**config.mk**
```make
export PLATFORM = sky130hd
export DESIGN_NAME = pmaTop
export DESIGN_NICKNAME = d
export VERILOG_FILES = /design/src/verilog/pmaPkg.sv /design/src/verilog/pmaCycleSelect.sv /design/src/verilog/pmaBaseRegs.sv /design/src/verilog/pmaAddrMux.sv /design/src/verilog/pmaTop.sv
export SDC_FILE = /design/constraint.sdc
export NUM_CORES = 1
export LEC_CHECK = 0
export BUFFER_PORTS_ARGS = -buffer_cell sky130_fd_sc_hd__buf_2
export CORE_MARGIN = 3
export CORE_UTILIZATION = 35
export CTS_CLUSTER_DIAMETER = 100
export DETAILED_ROUTE_END_ITERATION = 8
export SYNTH_ARGS = -nofsm -noshare
export SYNTH_HDL_FRONTEND = slang
export SYNTH_SLANG_ARGS = --single-unit
export TNS_END_PERCENT = 5
```
**constraint.sdc**
```tcl
create_clock -name clock -period 3.05 [get_ports clock]
set_input_delay 0.61 -clock clock [delete_from_list [all_inputs] [get_ports clock]]
set_output_delay 0.61 -clock clock [all_outputs]
set_load 0.005 [all_outputs]
```
**src/verilog/pmaPkg.sv**
```systemverilog
package pmaPkg;

  // physical address is PA bits 14..35
  localparam int PA_W   = 22;
  localparam int PAGE_W = 13;              // PA 14..26
  localparam int OFS_W  = PA_W - PAGE_W;   // PA 27..35
  localparam int LINE_W = 7;               // PA 27..33
  localparam int WORD_W = OFS_W - LINE_W;  // PA 34..35

  // address source codes, registered by the cycle selector
  localparam logic [2:0] SRC_VMA  = 3'd0;
  localparam logic [2:0] SRC_PT   = 3'd1;  // page table frame + vma offset
  localparam logic [2:0] SRC_BASE = 3'd2;  // user/exec base page reference
  localparam logic [2:0] SRC_CHAN = 3'd3;
  localparam logic [2:0] SRC_CCA  = 3'd4;  // sweep counter
  localparam logic [2:0] SRC_ERA  = 3'd5;

  // sweep starts at the last word of the last line
  localparam logic [OFS_W-1:0] SWEEP_LOAD = '1;

  typedef struct packed {
    logic [PAGE_W-1:0] page;
    logic [OFS_W-1:0]  offset;
  } pmaPaged_t;

  typedef struct packed {
    logic [PAGE_W-1:0] page;
    logic [LINE_W-1:0] line;
    logic [WORD_W-1:0] word;
  } pmaSweep_t;

  // one address word, two decodings
  typedef union packed {
    pmaPaged_t paged;
    pmaSweep_t sweep;
  } pmaAddr_t;

  typedef struct packed {
    logic eraGrant;
    logic pageRefill;
    logic chanGrant;
    logic ccaGrant;
    logic eboxGrant;
    logic eboxPaged;   // level, qualifies eboxGrant
  } pmaGrants_t;

  // one-hot, all zero when idle
  typedef struct packed {
    logic eraCyc;
    logic refillCyc;
    logic chanCyc;
    logic ccaCyc;
    logic eboxCyc;
  } pmaCycType_t;

  typedef struct packed {
    logic loadUbr;
    logic loadEbr;
    logic loadCca;
    logic ccaStep;
    logic allWords;    // level, sweep every word of a line
  } pmaRegLoad_t;

endpackage

```
**src/verilog/pmaCycleSelect.sv**
```systemverilog
`timescale 1ns/1ps

module pmaCycleSelect (
  input  logic                clock,
  input  logic                rstN,
  input  pmaPkg::pmaGrants_t  grants,
  input  logic                readyToGo,
  input  logic                vmaUser,
  output pmaPkg::pmaCycType_t cycType,
  output logic [2:0]          srcSel,
  output logic                ubrSel
);

  import pmaPkg::*;

  pmaCycType_t cycNext;
  logic [2:0]  srcNext;
  logic        ubrNext;
  logic        eboxPagedCyc;

  assign eboxPagedCyc = grants.eboxGrant & grants.eboxPaged;

  // fixed priority, ERA first
  always_comb begin
    cycNext = '0;
    srcNext = SRC_VMA;   // idle cycle shows the vma
    ubrNext = ubrSel;
    if (grants.eraGrant) begin
      cycNext.eraCyc = 1'b1;
      srcNext        = SRC_ERA;
    end else if (grants.pageRefill) begin
      cycNext.refillCyc = 1'b1;
      srcNext           = SRC_BASE;
      ubrNext           = vmaUser;   // user or exec table
    end else if (grants.chanGrant) begin
      cycNext.chanCyc = 1'b1;
      srcNext         = SRC_CHAN;
    end else if (grants.ccaGrant) begin
      cycNext.ccaCyc = 1'b1;
      srcNext        = SRC_CCA;
    end else if (grants.eboxGrant) begin
      cycNext.eboxCyc = 1'b1;
      srcNext         = eboxPagedCyc ? SRC_PT : SRC_VMA;
    end
  end

  // cycle type holds while the cache is not ready
  always_ff @(posedge clock) begin
    if (!rstN) begin
      cycType <= '0;
      srcSel  <= SRC_VMA;
      ubrSel  <= 1'b0;
    end else if (readyToGo) begin
      cycType <= cycNext;
      srcSel  <= srcNext;
      ubrSel  <= ubrNext;
    end
  end

endmodule

```
**src/verilog/pmaBaseRegs.sv**
```systemverilog
`timescale 1ns/1ps

module pmaBaseRegs (
  input  logic                clock,
  input  logic                rstN,
  input  pmaPkg::pmaAddr_t    vma,
  input  pmaPkg::pmaRegLoad_t regLoad,
  input  logic                ubrSel,
  input  logic                eraHold,
  input  pmaPkg::pmaAddr_t    pa,
  output pmaPkg::pmaAddr_t    baseAddr,
  output pmaPkg::pmaAddr_t    ccaAddr,
  output pmaPkg::pmaAddr_t    eraAddr,
  output logic                ccaDone
);

  import pmaPkg::*;

  logic [PAGE_W-1:0] ubrPage;
  logic [PAGE_W-1:0] ebrPage;
  pmaAddr_t          ccaReg;
  pmaAddr_t          eraReg;
  logic              lineZero;
  logic              wordZero;

  // user and exec base registers
  always_ff @(posedge clock) begin
    if (!rstN) begin
      ubrPage <= '0;
      ebrPage <= '0;
    end else begin
      if (regLoad.loadUbr) begin
        ubrPage <= vma.paged.page;
      end
      if (regLoad.loadEbr) begin
        ebrPage <= vma.paged.page;
      end
    end
  end

  // page table reference, base page + vma page index
  always_comb begin
    baseAddr.paged.page   = ubrSel ? ubrPage : ebrPage;
    baseAddr.paged.offset = vma.paged.offset;
  end

  // sweep counter, counts line/word down from all ones
  always_ff @(posedge clock) begin
    if (!rstN) begin
      ccaReg <= '0;
    end else if (regLoad.loadCca) begin
      ccaReg.paged.page   <= vma.paged.page;
      ccaReg.paged.offset <= SWEEP_LOAD;
    end else if (regLoad.ccaStep) begin
      {ccaReg.sweep.line, ccaReg.sweep.word} <=
        {ccaReg.sweep.line, ccaReg.sweep.word} - 1'b1;
    end
  end

  assign lineZero = (ccaReg.sweep.line == '0);
  assign wordZero = (ccaReg.sweep.word == '0);
  // word count only matters when sweeping every word
  assign ccaDone  = lineZero & (wordZero | ~regLoad.allWords);
  assign ccaAddr  = ccaReg;

  // error address follows pa until frozen
  always_ff @(posedge clock) begin
    if (!rstN) begin
      eraReg <= '0;
    end else if (!eraHold) begin
      eraReg <= pa;
    end
  end

  assign eraAddr = eraReg;

endmodule

```
**src/verilog/pmaAddrMux.sv**
```systemverilog
`timescale 1ns/1ps

module pmaAddrMux (
  input  logic [2:0]       srcSel,
  input  pmaPkg::pmaAddr_t vma,
  input  pmaPkg::pmaAddr_t ptEntry,
  input  pmaPkg::pmaAddr_t baseAddr,
  input  pmaPkg::pmaAddr_t chanAddr,
  input  pmaPkg::pmaAddr_t ccaAddr,
  input  pmaPkg::pmaAddr_t eraAddr,
  output pmaPkg::pmaAddr_t pa,
  output logic             adrPar,
  output logic             pagePar
);

  import pmaPkg::*;

  pmaAddr_t pagedAddr;

  // frame from the page table, offset straight from the vma
  always_comb begin
    pagedAddr.paged.page   = ptEntry.paged.page;
    pagedAddr.paged.offset = vma.paged.offset;
  end

  always_comb begin
    unique case (srcSel)
      SRC_VMA:  pa = vma;
      SRC_PT:   pa = pagedAddr;
      SRC_BASE: pa = baseAddr;
      SRC_CHAN: pa = chanAddr;
      SRC_CCA:  pa = ccaAddr;
      SRC_ERA:  pa = eraAddr;
      default:  pa = vma;   // unused codes
    endcase
  end

  // odd parity over page and line, word bits excluded
  assign adrPar  = ~(^{pa.sweep.page, pa.sweep.line});
  assign pagePar = ^pa.paged.page;   // even, page only

endmodule

```
**src/verilog/pmaTop.sv**
```systemverilog
`timescale 1ns/1ps

module pmaTop (
  input  logic                clock,
  input  logic                rstN,
  input  pmaPkg::pmaGrants_t  grants,
  input  logic                readyToGo,
  input  pmaPkg::pmaAddr_t    vma,
  input  logic                vmaUser,
  input  pmaPkg::pmaAddr_t    chanAddr,
  input  pmaPkg::pmaAddr_t    ptEntry,
  input  pmaPkg::pmaRegLoad_t regLoad,
  input  logic                eraHold,
  output pmaPkg::pmaAddr_t    pa,
  output pmaPkg::pmaCycType_t cycType,
  output logic                adrPar,
  output logic                pagePar,
  output logic                ccaDone
);

  import pmaPkg::*;

  logic [2:0] srcSel;
  logic       ubrSel;
  pmaAddr_t   baseAddr;
  pmaAddr_t   ccaAddr;
  pmaAddr_t   eraAddr;

  pmaCycleSelect i_cycSel (
    .clock     (clock),
    .rstN      (rstN),
    .grants    (grants),
    .readyToGo (readyToGo),
    .vmaUser   (vmaUser),
    .cycType   (cycType),
    .srcSel    (srcSel),
    .ubrSel    (ubrSel)
  );

  pmaBaseRegs i_baseRegs (
    .clock    (clock),
    .rstN     (rstN),
    .vma      (vma),
    .regLoad  (regLoad),
    .ubrSel   (ubrSel),
    .eraHold  (eraHold),
    .pa       (pa),        // fed back for error capture
    .baseAddr (baseAddr),
    .ccaAddr  (ccaAddr),
    .eraAddr  (eraAddr),
    .ccaDone  (ccaDone)
  );

  pmaAddrMux i_addrMux (
    .srcSel   (srcSel),
    .vma      (vma),
    .ptEntry  (ptEntry),
    .baseAddr (baseAddr),
    .chanAddr (chanAddr),
    .ccaAddr  (ccaAddr),
    .eraAddr  (eraAddr),
    .pa       (pa),
    .adrPar   (adrPar),
    .pagePar  (pagePar)
  );

endmodule

```
==> results of run 1 <==
-- sequential cells by signal (all words and copies together) (netlist names) --
| name | cells |
|---|---|
| i_baseRegs.ccaAddr | 22 |
| i_cycSel.srcSel | 3 |
| i_baseRegs.ebrPage | 13 |
| i_cycSel.ubrSel | 1 |
| i_baseRegs.eraAddr | 22 |
| i_cycSel.cycType | 5 |
| i_baseRegs.ubrPage | 13 |
-- stage by stage --
stage	setup TNS, ns	cell area, um2	instances	hold slack (ns)	util, %
2_1_floorplan	0	4580	494	0.471	-
3_3_place_gp	-0.328	5490	776	0.469	43.2
3_5_place_dp	-0.338	5490	776	0.483	43.2
4_1_cts	-0.572	6020	802	0.499	47.3
5_1_grt	-0.822	6030	802	0.517	47.4
6_report	-0.554	6030	802	0.490	47.4
-- power groups by stage --
stage	sequential, mW	combinational [mW]	clock, mW
2_1_floorplan	1.15	0.597	0
3_5_place_dp	1.17	1.00	0
6_report	1.15	1.08	1.24
4_1_cts	1.15	1.08	1.26
3_3_place_gp	1.17	0.991	0
5_1_grt	1.16	1.16	1.31
-- area by class of cell --
cell class | instances | area (um2)
timing repair buffer | 160 | 1010
sequential | 79 | 1590
tap | 172 | 215
clock buffer | 14 | 284
multi-input combinational | 363 | 2820
clock inverter | 2 | 60.1
fill | 1265 | 6690
inverter | 12 | 45.0
-- Yosys cell counts (11+ instances only) --
cell / number
sky130_fd_sc_hd__clkbuf_1: 19
sky130_fd_sc_hd__xnor2_1: 13
sky130_fd_sc_hd__nor2b_1: 61
sky130_fd_sc_hd__nand2_1: 16
sky130_fd_sc_hd__dfxtp_1: 79
sky130_fd_sc_hd__mux2i_1: 70
sky130_fd_sc_hd__nor2_1: 15
sky130_fd_sc_hd__o21ai_0: 25
sky130_fd_sc_hd__nand2b_1: 21
sky130_fd_sc_hd__inv_1: 12
sky130_fd_sc_hd__mux2_2: 12
sky130_fd_sc_hd__o211ai_1: 11
sky130_fd_sc_hd__a21oi_1: 17
-- routing by layer --
metal  vias to the layer above  global-route usage (%)  wire length (um)
li1                       2016                       -                 -
met5                         -                       0                10
met3                        16                    3.41               569
met2                        90                    30.1              6270
met1                      1949                    23.7              6040
met4                         2                    6.23               209
-- path summary, 6_finish.rpt --
check / start / endpoint / slack, ns / depth (start not counted)
setup reg to reg: i_cycSel.srcSel[1] / i_baseRegs.eraAddr[21] / 1.05 / 8
hold / removal: i_cycSel.cycType[0] / i_cycSel.cycType[0] / 0.49 / 2
setup / recovery: i_cycSel.srcSel[0] / adrPar / -0.31 / 8
hold reg to reg: i_cycSel.cycType[0] / i_cycSel.cycType[0] / 0.49 / 2
-- cell families (layout without fill, tap and decap cells) --
kind of cell               Yosys count  after routing  synth area share [%]
DFF                                 79             79                  34.5
buffers and inverters               52            188                  5.68
muxes                               83             83                  18.6
AOI/OAI and AO/OA                  113            113                  17.3
and+or+nand+nor                    143            143                  18.0
adders and majority gates            1              1                 0.273
xor gates and xnor gates            23             23                  5.63
-- worst max-delay path: cells and delay by family (launching register included) --
| family | cells | cell delay [ns] |
|---|---|---|
| buffers and inverters | 2 | 0.28 |
| AOI/OAI and AO/OA | 2 | 0.49 |
| DFF | 1 | 0.37 |
| and+or+nand+nor | 1 | 0.28 |
| xor gates and xnor gates | 3 | 1.00 |
-- timing repair --
| action | 4_1_cts | 5_1_grt |
|---|---|---|
| setup buffers | 10 | 0 |
| pin swaps | 12 | 2 |
| resized for setup | 26 | 2 |
| endpoints found under the setup margin | 2 | 2 |
==> summary by stage, run 1 <==
Clock tree
Counting the buffers created by CTS gives 9. No sink is reached through more buffers than the 2 on the longest clock path. TritonCTS built the clock tree. The number of levels the H-tree was split into is 3. Hold repair after CTS inserted 0 buffers.

CTS saw 79 sinks. The cell sitting at the root of the clock tree is a sky130_fd_sc_hd__clkbuf_16. At the later pin of the worst-skew pair, clock insertion delay measures 0.34 ns.

After clock tree synthesis, the clock-pin slew on the worst setup and hold paths is 0.06 ns.

STA
The max-slew violation count is 0. The routed design could run at a clock period as short as between 3 and 4 ns. For the pin with the worst max-slew slack, the measured transition is around 0.82 ns. In this run the tightest slew margin relative to its limit is 45.6%. The final-report hold violation count is 0. Setup repair after global routing could not meet its margin everywhere. Of the available clock period, the critical path in the final layout requires 110%. After layout, the worst setup slack is -0.310 ns.

The achievable clock frequency is roughly 0.30 GHz. On the final layout, the worst clock skew is 0.00914 ns. Setup violations remaining at the end of the flow were counted as 2.

Pwr
The clock network accounts for 35.7% of the total power. The completed layout was analyzed and its total power is approximately 3.5 mW. The share of total power in combinational logic is 31.1%. Dividing total power by cell area gives a power density of roughly 570 nW/um2.

Per report_power, the sequential group accounts for 33.2% of the total. The total net switching power is 0.952 mW. The worst-case vdd ir drop is ~0.00033 V. The switching power share of the total is 27.5%. The internal power of the cells is 2.51 mW. In this run the static leakage power is 2.75 nW.

Setup path
STA classifies the critical path endpoint as an output pin. The signal on the critical path passes through or2_4 -> o21a_4 -> buf_6 -> o22a_1 -> xnor2_2 -> xnor3_1 -> xnor3_1 -> buf_2. The data arrival time at the worst-slack endpoint is 2.75 ns. The worst setup path is of the reg -> out kind. The worst setup path is launched from a flop. By instance count, the cell type seen most on the critical path is sky130_fd_sc_hd__xnor3_1. On the worst path, the slowest cell contributes a delay of 0.44 ns. For this design, the slowest cell found on the critical path is sky130_fd_sc_hd__xnor3_1. The maximum fanout along the worst path is 4.

The required time at the endpoint of the critical path is 2.44 ns.

Placed design
The final estimated routing congestion in global placement is 0.802. After legalization and detailed placement, the total HPWL measured just over 9000 um. The count of buffers from port buffering is 102. At the placement stage, the worst setup path has a slack of -0.179 ns.

Yosys
After synthesis the cells add up to roughly 4600 um2. Each instance of the synthesized netlist takes up on average 9.27 um2. The prevailing post-synth register cell is sky130_fd_sc_hd__dfxtp_1. The synthesized design contains 79 register bits. Sorting the synthesized cells by area gives the leading types as sky130_fd_sc_hd__dfxtp_1 (35%), sky130_fd_sc_hd__mux2i_1 (15%), sky130_fd_sc_hd__nor2b_1 (8.3%). Of all cell types, the one taking the most synthesized area is sky130_fd_sc_hd__dfxtp_1. The count of flip-flops with a built-in enable after synthesis is 0. The net count after synthesis is 577. Of the synthesized area, sequential elements account for 34.5%. Synthesis produced a netlist whose cell count is ~500. The share of synthesized flip-flops with an asynchronous set or reset is 0%. The count of different cell masters after synthesis is 57.

The warning count from the yosys run is 0. The portion of synthesized cell area occupied by the leading cell type is 34.5%.

Floorplan
The core area is 12,700 um2. The die height is around 120 um. After floorplanning, the core was divided into 41 placement rows. Once the floorplan was initialized, standard cells occupied between 30% and 40% of the core. The chip width is between 100 and 150 um. The I/O pin count is 112. The die covers 14,500 um2.

Routing
Wires add up to ~13,000 um. The number of nets with antenna violations after detailed routing is 0. The total via count in the routed design is 4,073.

The detailed-route DRC error count is 0. The final routed wire length divided by cell count is 16.3 um. The detailed-routing iteration count for the pre-antenna-repair pass is 4. The initial DRC count is 226. Using the TritonRoute via totals, the vias-per-cell ratio works out to approximately 5.

Final layout
In the layout the commonest cells are sky130_fd_sc_hd__buf_2 (102), sky130_fd_sc_hd__dfxtp_1 (75), sky130_fd_sc_hd__mux2i_1 (70). The layout net count is 708. The most common library cell in the layout ignoring fill and taps is sky130_fd_sc_hd__buf_2. The number of antenna diodes is 0. In the final layout, the share of cells above drive strength 1 is 34.1%.

From synthesis to final layout, the design area changed by 31.7%.

Global routing
The maximum number of pins on one net before global-route repair is 44. The initial antenna violation count is 1. The overall global routing resource usage is 18.1%. The total congestion overflow after global routing is 0.

The number of global-route vias before repair is about 4,100. The first global-routing pass estimated 20,800 um of wire.

Min path
The worst hold path class is reg -> reg.

Run status
The run finished, with violations left. The final reports fail on negative setup slack.

Flow run
The number of maximum-capacitance violations is 0.
(Power assumes the default switching activity.)
==> run 2: changes to the inputs <==
==> constraint.sdc (replaced) <==
create_clock -name clock -period 3.9 [get_ports clock]
set_input_delay 0.78 -clock clock [delete_from_list [all_inputs] [get_ports clock]]
set_output_delay 0.78 -clock clock [all_outputs]
set_load 0.005 [all_outputs]
==> run 2 against run 1 <==
Compared with the run above:
- the run now ends clean
- worst setup slack improved by 0.49 ns
- sequential cell count unchanged
- total power decreased by 22%
- highest routed layer unchanged
- via count decreased by 5.7%
==> summary by stage, run 2 (synthesis results as in run 1) <==
Run status
The flow ran to the end, and the final reports show no timing, DRC or antenna violations.

Setup path
The slowest cell on the critical path is sky130_fd_sc_hd__xnor3_1. Data on the critical path arrives at its endpoint at 2.94 ns. The timing startpoint of the critical path is i_cycSel.ubrSel. Walking the worst path, the cells encountered are buf_4 -> mux2i_1 -> a21oi_1 -> o32a_1 -> xnor2_1 -> xnor3_1 -> xnor3_1 -> buf_2. The classification of the worst setup path is reg -> out. The critical path capture point is adrPar.

In this design, the stage delay of the slowest critical-path cell is slightly below 0.5 ns. In this run the critical register-to-register path is captured at i_baseRegs.eraAddr[21]. The worst setup path is launched from a flop. The maximum fanout along the worst path is 13.

The capturing element type of the critical path is an output pin. The setup slack on the worst flop-to-flop path is 1.86 ns. The worst register-to-register path has a depth of 7. The cell occurring most often along the worst timing path is sky130_fd_sc_hd__xnor3_1. The number of buffers and inverters on the critical path is 2.

The startpoint of the worst-slack reg-to-reg timing path is i_cycSel.srcSel[1]. The required time at the endpoint of the critical path is 3.12 ns. The path length in cells of the critical path is 8. The family of cells with the greatest summed delay on the critical path is XOR/XNOR gates.

Clock tree
The total clock sinks is 79. The clock insertion delay at the later pin of the skew report is 0.33 ns. No sink is reached through more buffers than the 2 on the longest clock path.

In this run, CTS created clock tree buffers numbering 9. The library cell used as clock root buffer is sky130_fd_sc_hd__clkbuf_16. The TritonCTS clock tree is built. After clock tree synthesis, the clock-pin slew on the worst setup and hold paths is 0.06 ns. In this run, post-CTS hold repair placed 0 buffers. The H-tree generated during clock tree synthesis spans 3 levels.

Global routing
After global routing the overflow that remains totals 0. The overall global routing resource usage is 17.1%. The number of global-route vias before repair is 3,841.

The first global-routing pass estimated 19,600 um of wire. The initial antenna violation count is 1. Entering global routing, the biggest net connects 49 pins.

Final layout
Compared with the post-synthesis result, the final layout area differs by 22.5%. The library cell used most frequently in the layout, excluding fill and tap cells, is sky130_fd_sc_hd__buf_2. The layout net count is 662. Of the cells placed in the final design, the portion with a size suffix greater than 1 is 27.2%. Leaving out fill and tap cells, the most frequent cells in the layout are sky130_fd_sc_hd__buf_2 (102), sky130_fd_sc_hd__dfxtp_1 (76), sky130_fd_sc_hd__mux2i_1 (70). The number of antenna diodes is 0. After the flow finishes, the layout carries non-filler instances totaling 756.

Placed design
The count of buffers from port buffering is between 100 and 150. Including well taps, the total number of placed cells is around 740. The half-perimeter wire length after detailed placement is around 9000 um. At the end of routability-driven placement, the weighted congestion stood at 0.751. Timing analysis after detailed placement gives a worst setup slack of 0.337 ns.

Pwr
The total leakage power is 2.49 nW. The overall power of the completed layout is 2.69 mW. IR analysis of the VDD net gives a maximum drop of 0.000254 V. For this design the ratio of total power to cell area is 479 nW/um2.

Routing
The total via count in the routed design is approximately 3,800. For this run, design rule violations remaining after detail routing come to 0. Dividing the detail-routed via count by the number of cells gives 5.08. The number of nets with antenna violations after detailed routing is 0. After the first detailed-routing iteration, the DRC count stood at about 230. The detailed-routing iteration count for the pre-antenna-repair pass is 4. The total wirelength of the detailed-routed design is 12,300 um.

After detailed routing, the average wire length per cell comes to 16.3 um.

STA
The final-report hold violation count is 0. The sum of negative setup slack is 0 ns. The max-slew violation count came to 0. The post-route clock period utilization is 95.4%. The worst setup slack after layout is 0.178 ns. The worst clock skew on the final layout is 0.00465 ns. The final hold slack is 0.481 ns. The achievable clock frequency is about 0.27 GHz. The slew of the pin with the lowest slew margin is 0.824 ns. Setup violations remaining at the end of the flow were counted as 0. Setup repair after global routing left no endpoint under its margin. The worst path needs 3.72 ns of the cycle, external delays included. The worst pin sits at a relative slew slack of 45.1%.

Floorplan
The total area inside the core boundary comes to 12,700 um2. In this run the vertical extent of the chip is roughly 120 um. After floorplanning, the core was divided into 41 placement rows. The full die area is 14,500 um2.

The initial utilization of the core area, before any placement, comes to 36.0%. The I/O pin count is 112. In this run the horizontal extent of the chip is 120 um.

Flow run
The tool flagged a number of max-cap violations equal to 0.

Min path
The start point of the worst min-delay path is i_cycSel.cycType[3]. The worst hold path class is reg -> reg.
## run 2: cell count changes in the layout (fill, tap and decap cells not counted), moves of 2 or more
cell | before | now
sky130_fd_sc_hd__xnor2_1 | 9 | 13
sky130_fd_sc_hd__buf_6 | 3 | 1
sky130_fd_sc_hd__xnor2_2 | 6 | 2
sky130_fd_sc_hd__a22oi_2 | 4 | 0
sky130_fd_sc_hd__bufinv_16 | 2 | 5
sky130_fd_sc_hd__o21ai_0 | 22 | 25
sky130_fd_sc_hd__clkbuf_8 | 4 | 1
sky130_fd_sc_hd__o21ai_1 | 4 | 1
sky130_fd_sc_hd__buf_12 | 4 | 0
sky130_fd_sc_hd__a22oi_1 | 4 | 8
sky130_fd_sc_hd__buf_4 | 50 | 11
## run 2: power breakdown
group	internal [mW]	total, mW	leakage, nW	switching [mW]
Combinational	0.353	0.685	1.65	0.332
Clock	0.771	1.10	0.193	0.331
Sequential	0.863	0.901	0.655	0.0377
Total	1.99	2.69	2.49	0.701
## run 2: tightest hold or removal path, stage by stage (launching register included)
cell and delay (ns):
sky130_fd_sc_hd__dfxtp_1 0.30, sky130_fd_sc_hd__nand2b_1 0.06, sky130_fd_sc_hd__a21boi_0 0.07
## run 2: layout make-up
class,instances,area (um2)
flip-flops and latches,79,1590
repair buffers,114,604
fillers,1253,7110
inverters,12,48.8
well taps,172,215
clock buffers,10,239
clock inverters,6,155
multi-input cells,363,2760
## run 2: worst min path at each step
stage                               end  slack, ns  cells after the start
floorplan           i_cycSel.cycType[0]       0.47                      2
global placement    i_cycSel.cycType[0]       0.47                      2
detailed placement  i_cycSel.cycType[1]       0.47                      2
CTS                 i_cycSel.cycType[1]       0.48                      2
global route        i_cycSel.cycType[1]       0.50                      2
finish              i_cycSel.cycType[3]       0.48                      2
## run 2: through the flow
stage,instance area [um2],util [%]
finish,5610,44.1
global route,5610,44.1
CTS,5570,43.8
detailed placement,5180,40.7
global placement,5180,40.7
floorplan,4580,-
## run 2: routing by layer
layer | track usage, % | part of all wire (%) | vias up
li1 | - | - | 1917
met1 | 23.0 | 47 | 1821
met2 | 27.5 | 47 | 92
met3 | 4.16 | 5.3 | 8
met4 | 4.53 | 0.79 | 2
met5 | 0 | 0.057 | -
## run 2: repair_timing
action,4_1_cts,5_1_grt
gates resized for setup,0,9
setup endpoints to repair,0,2
buffers inserted,0,1
endpoints found under the hold margin,0,0
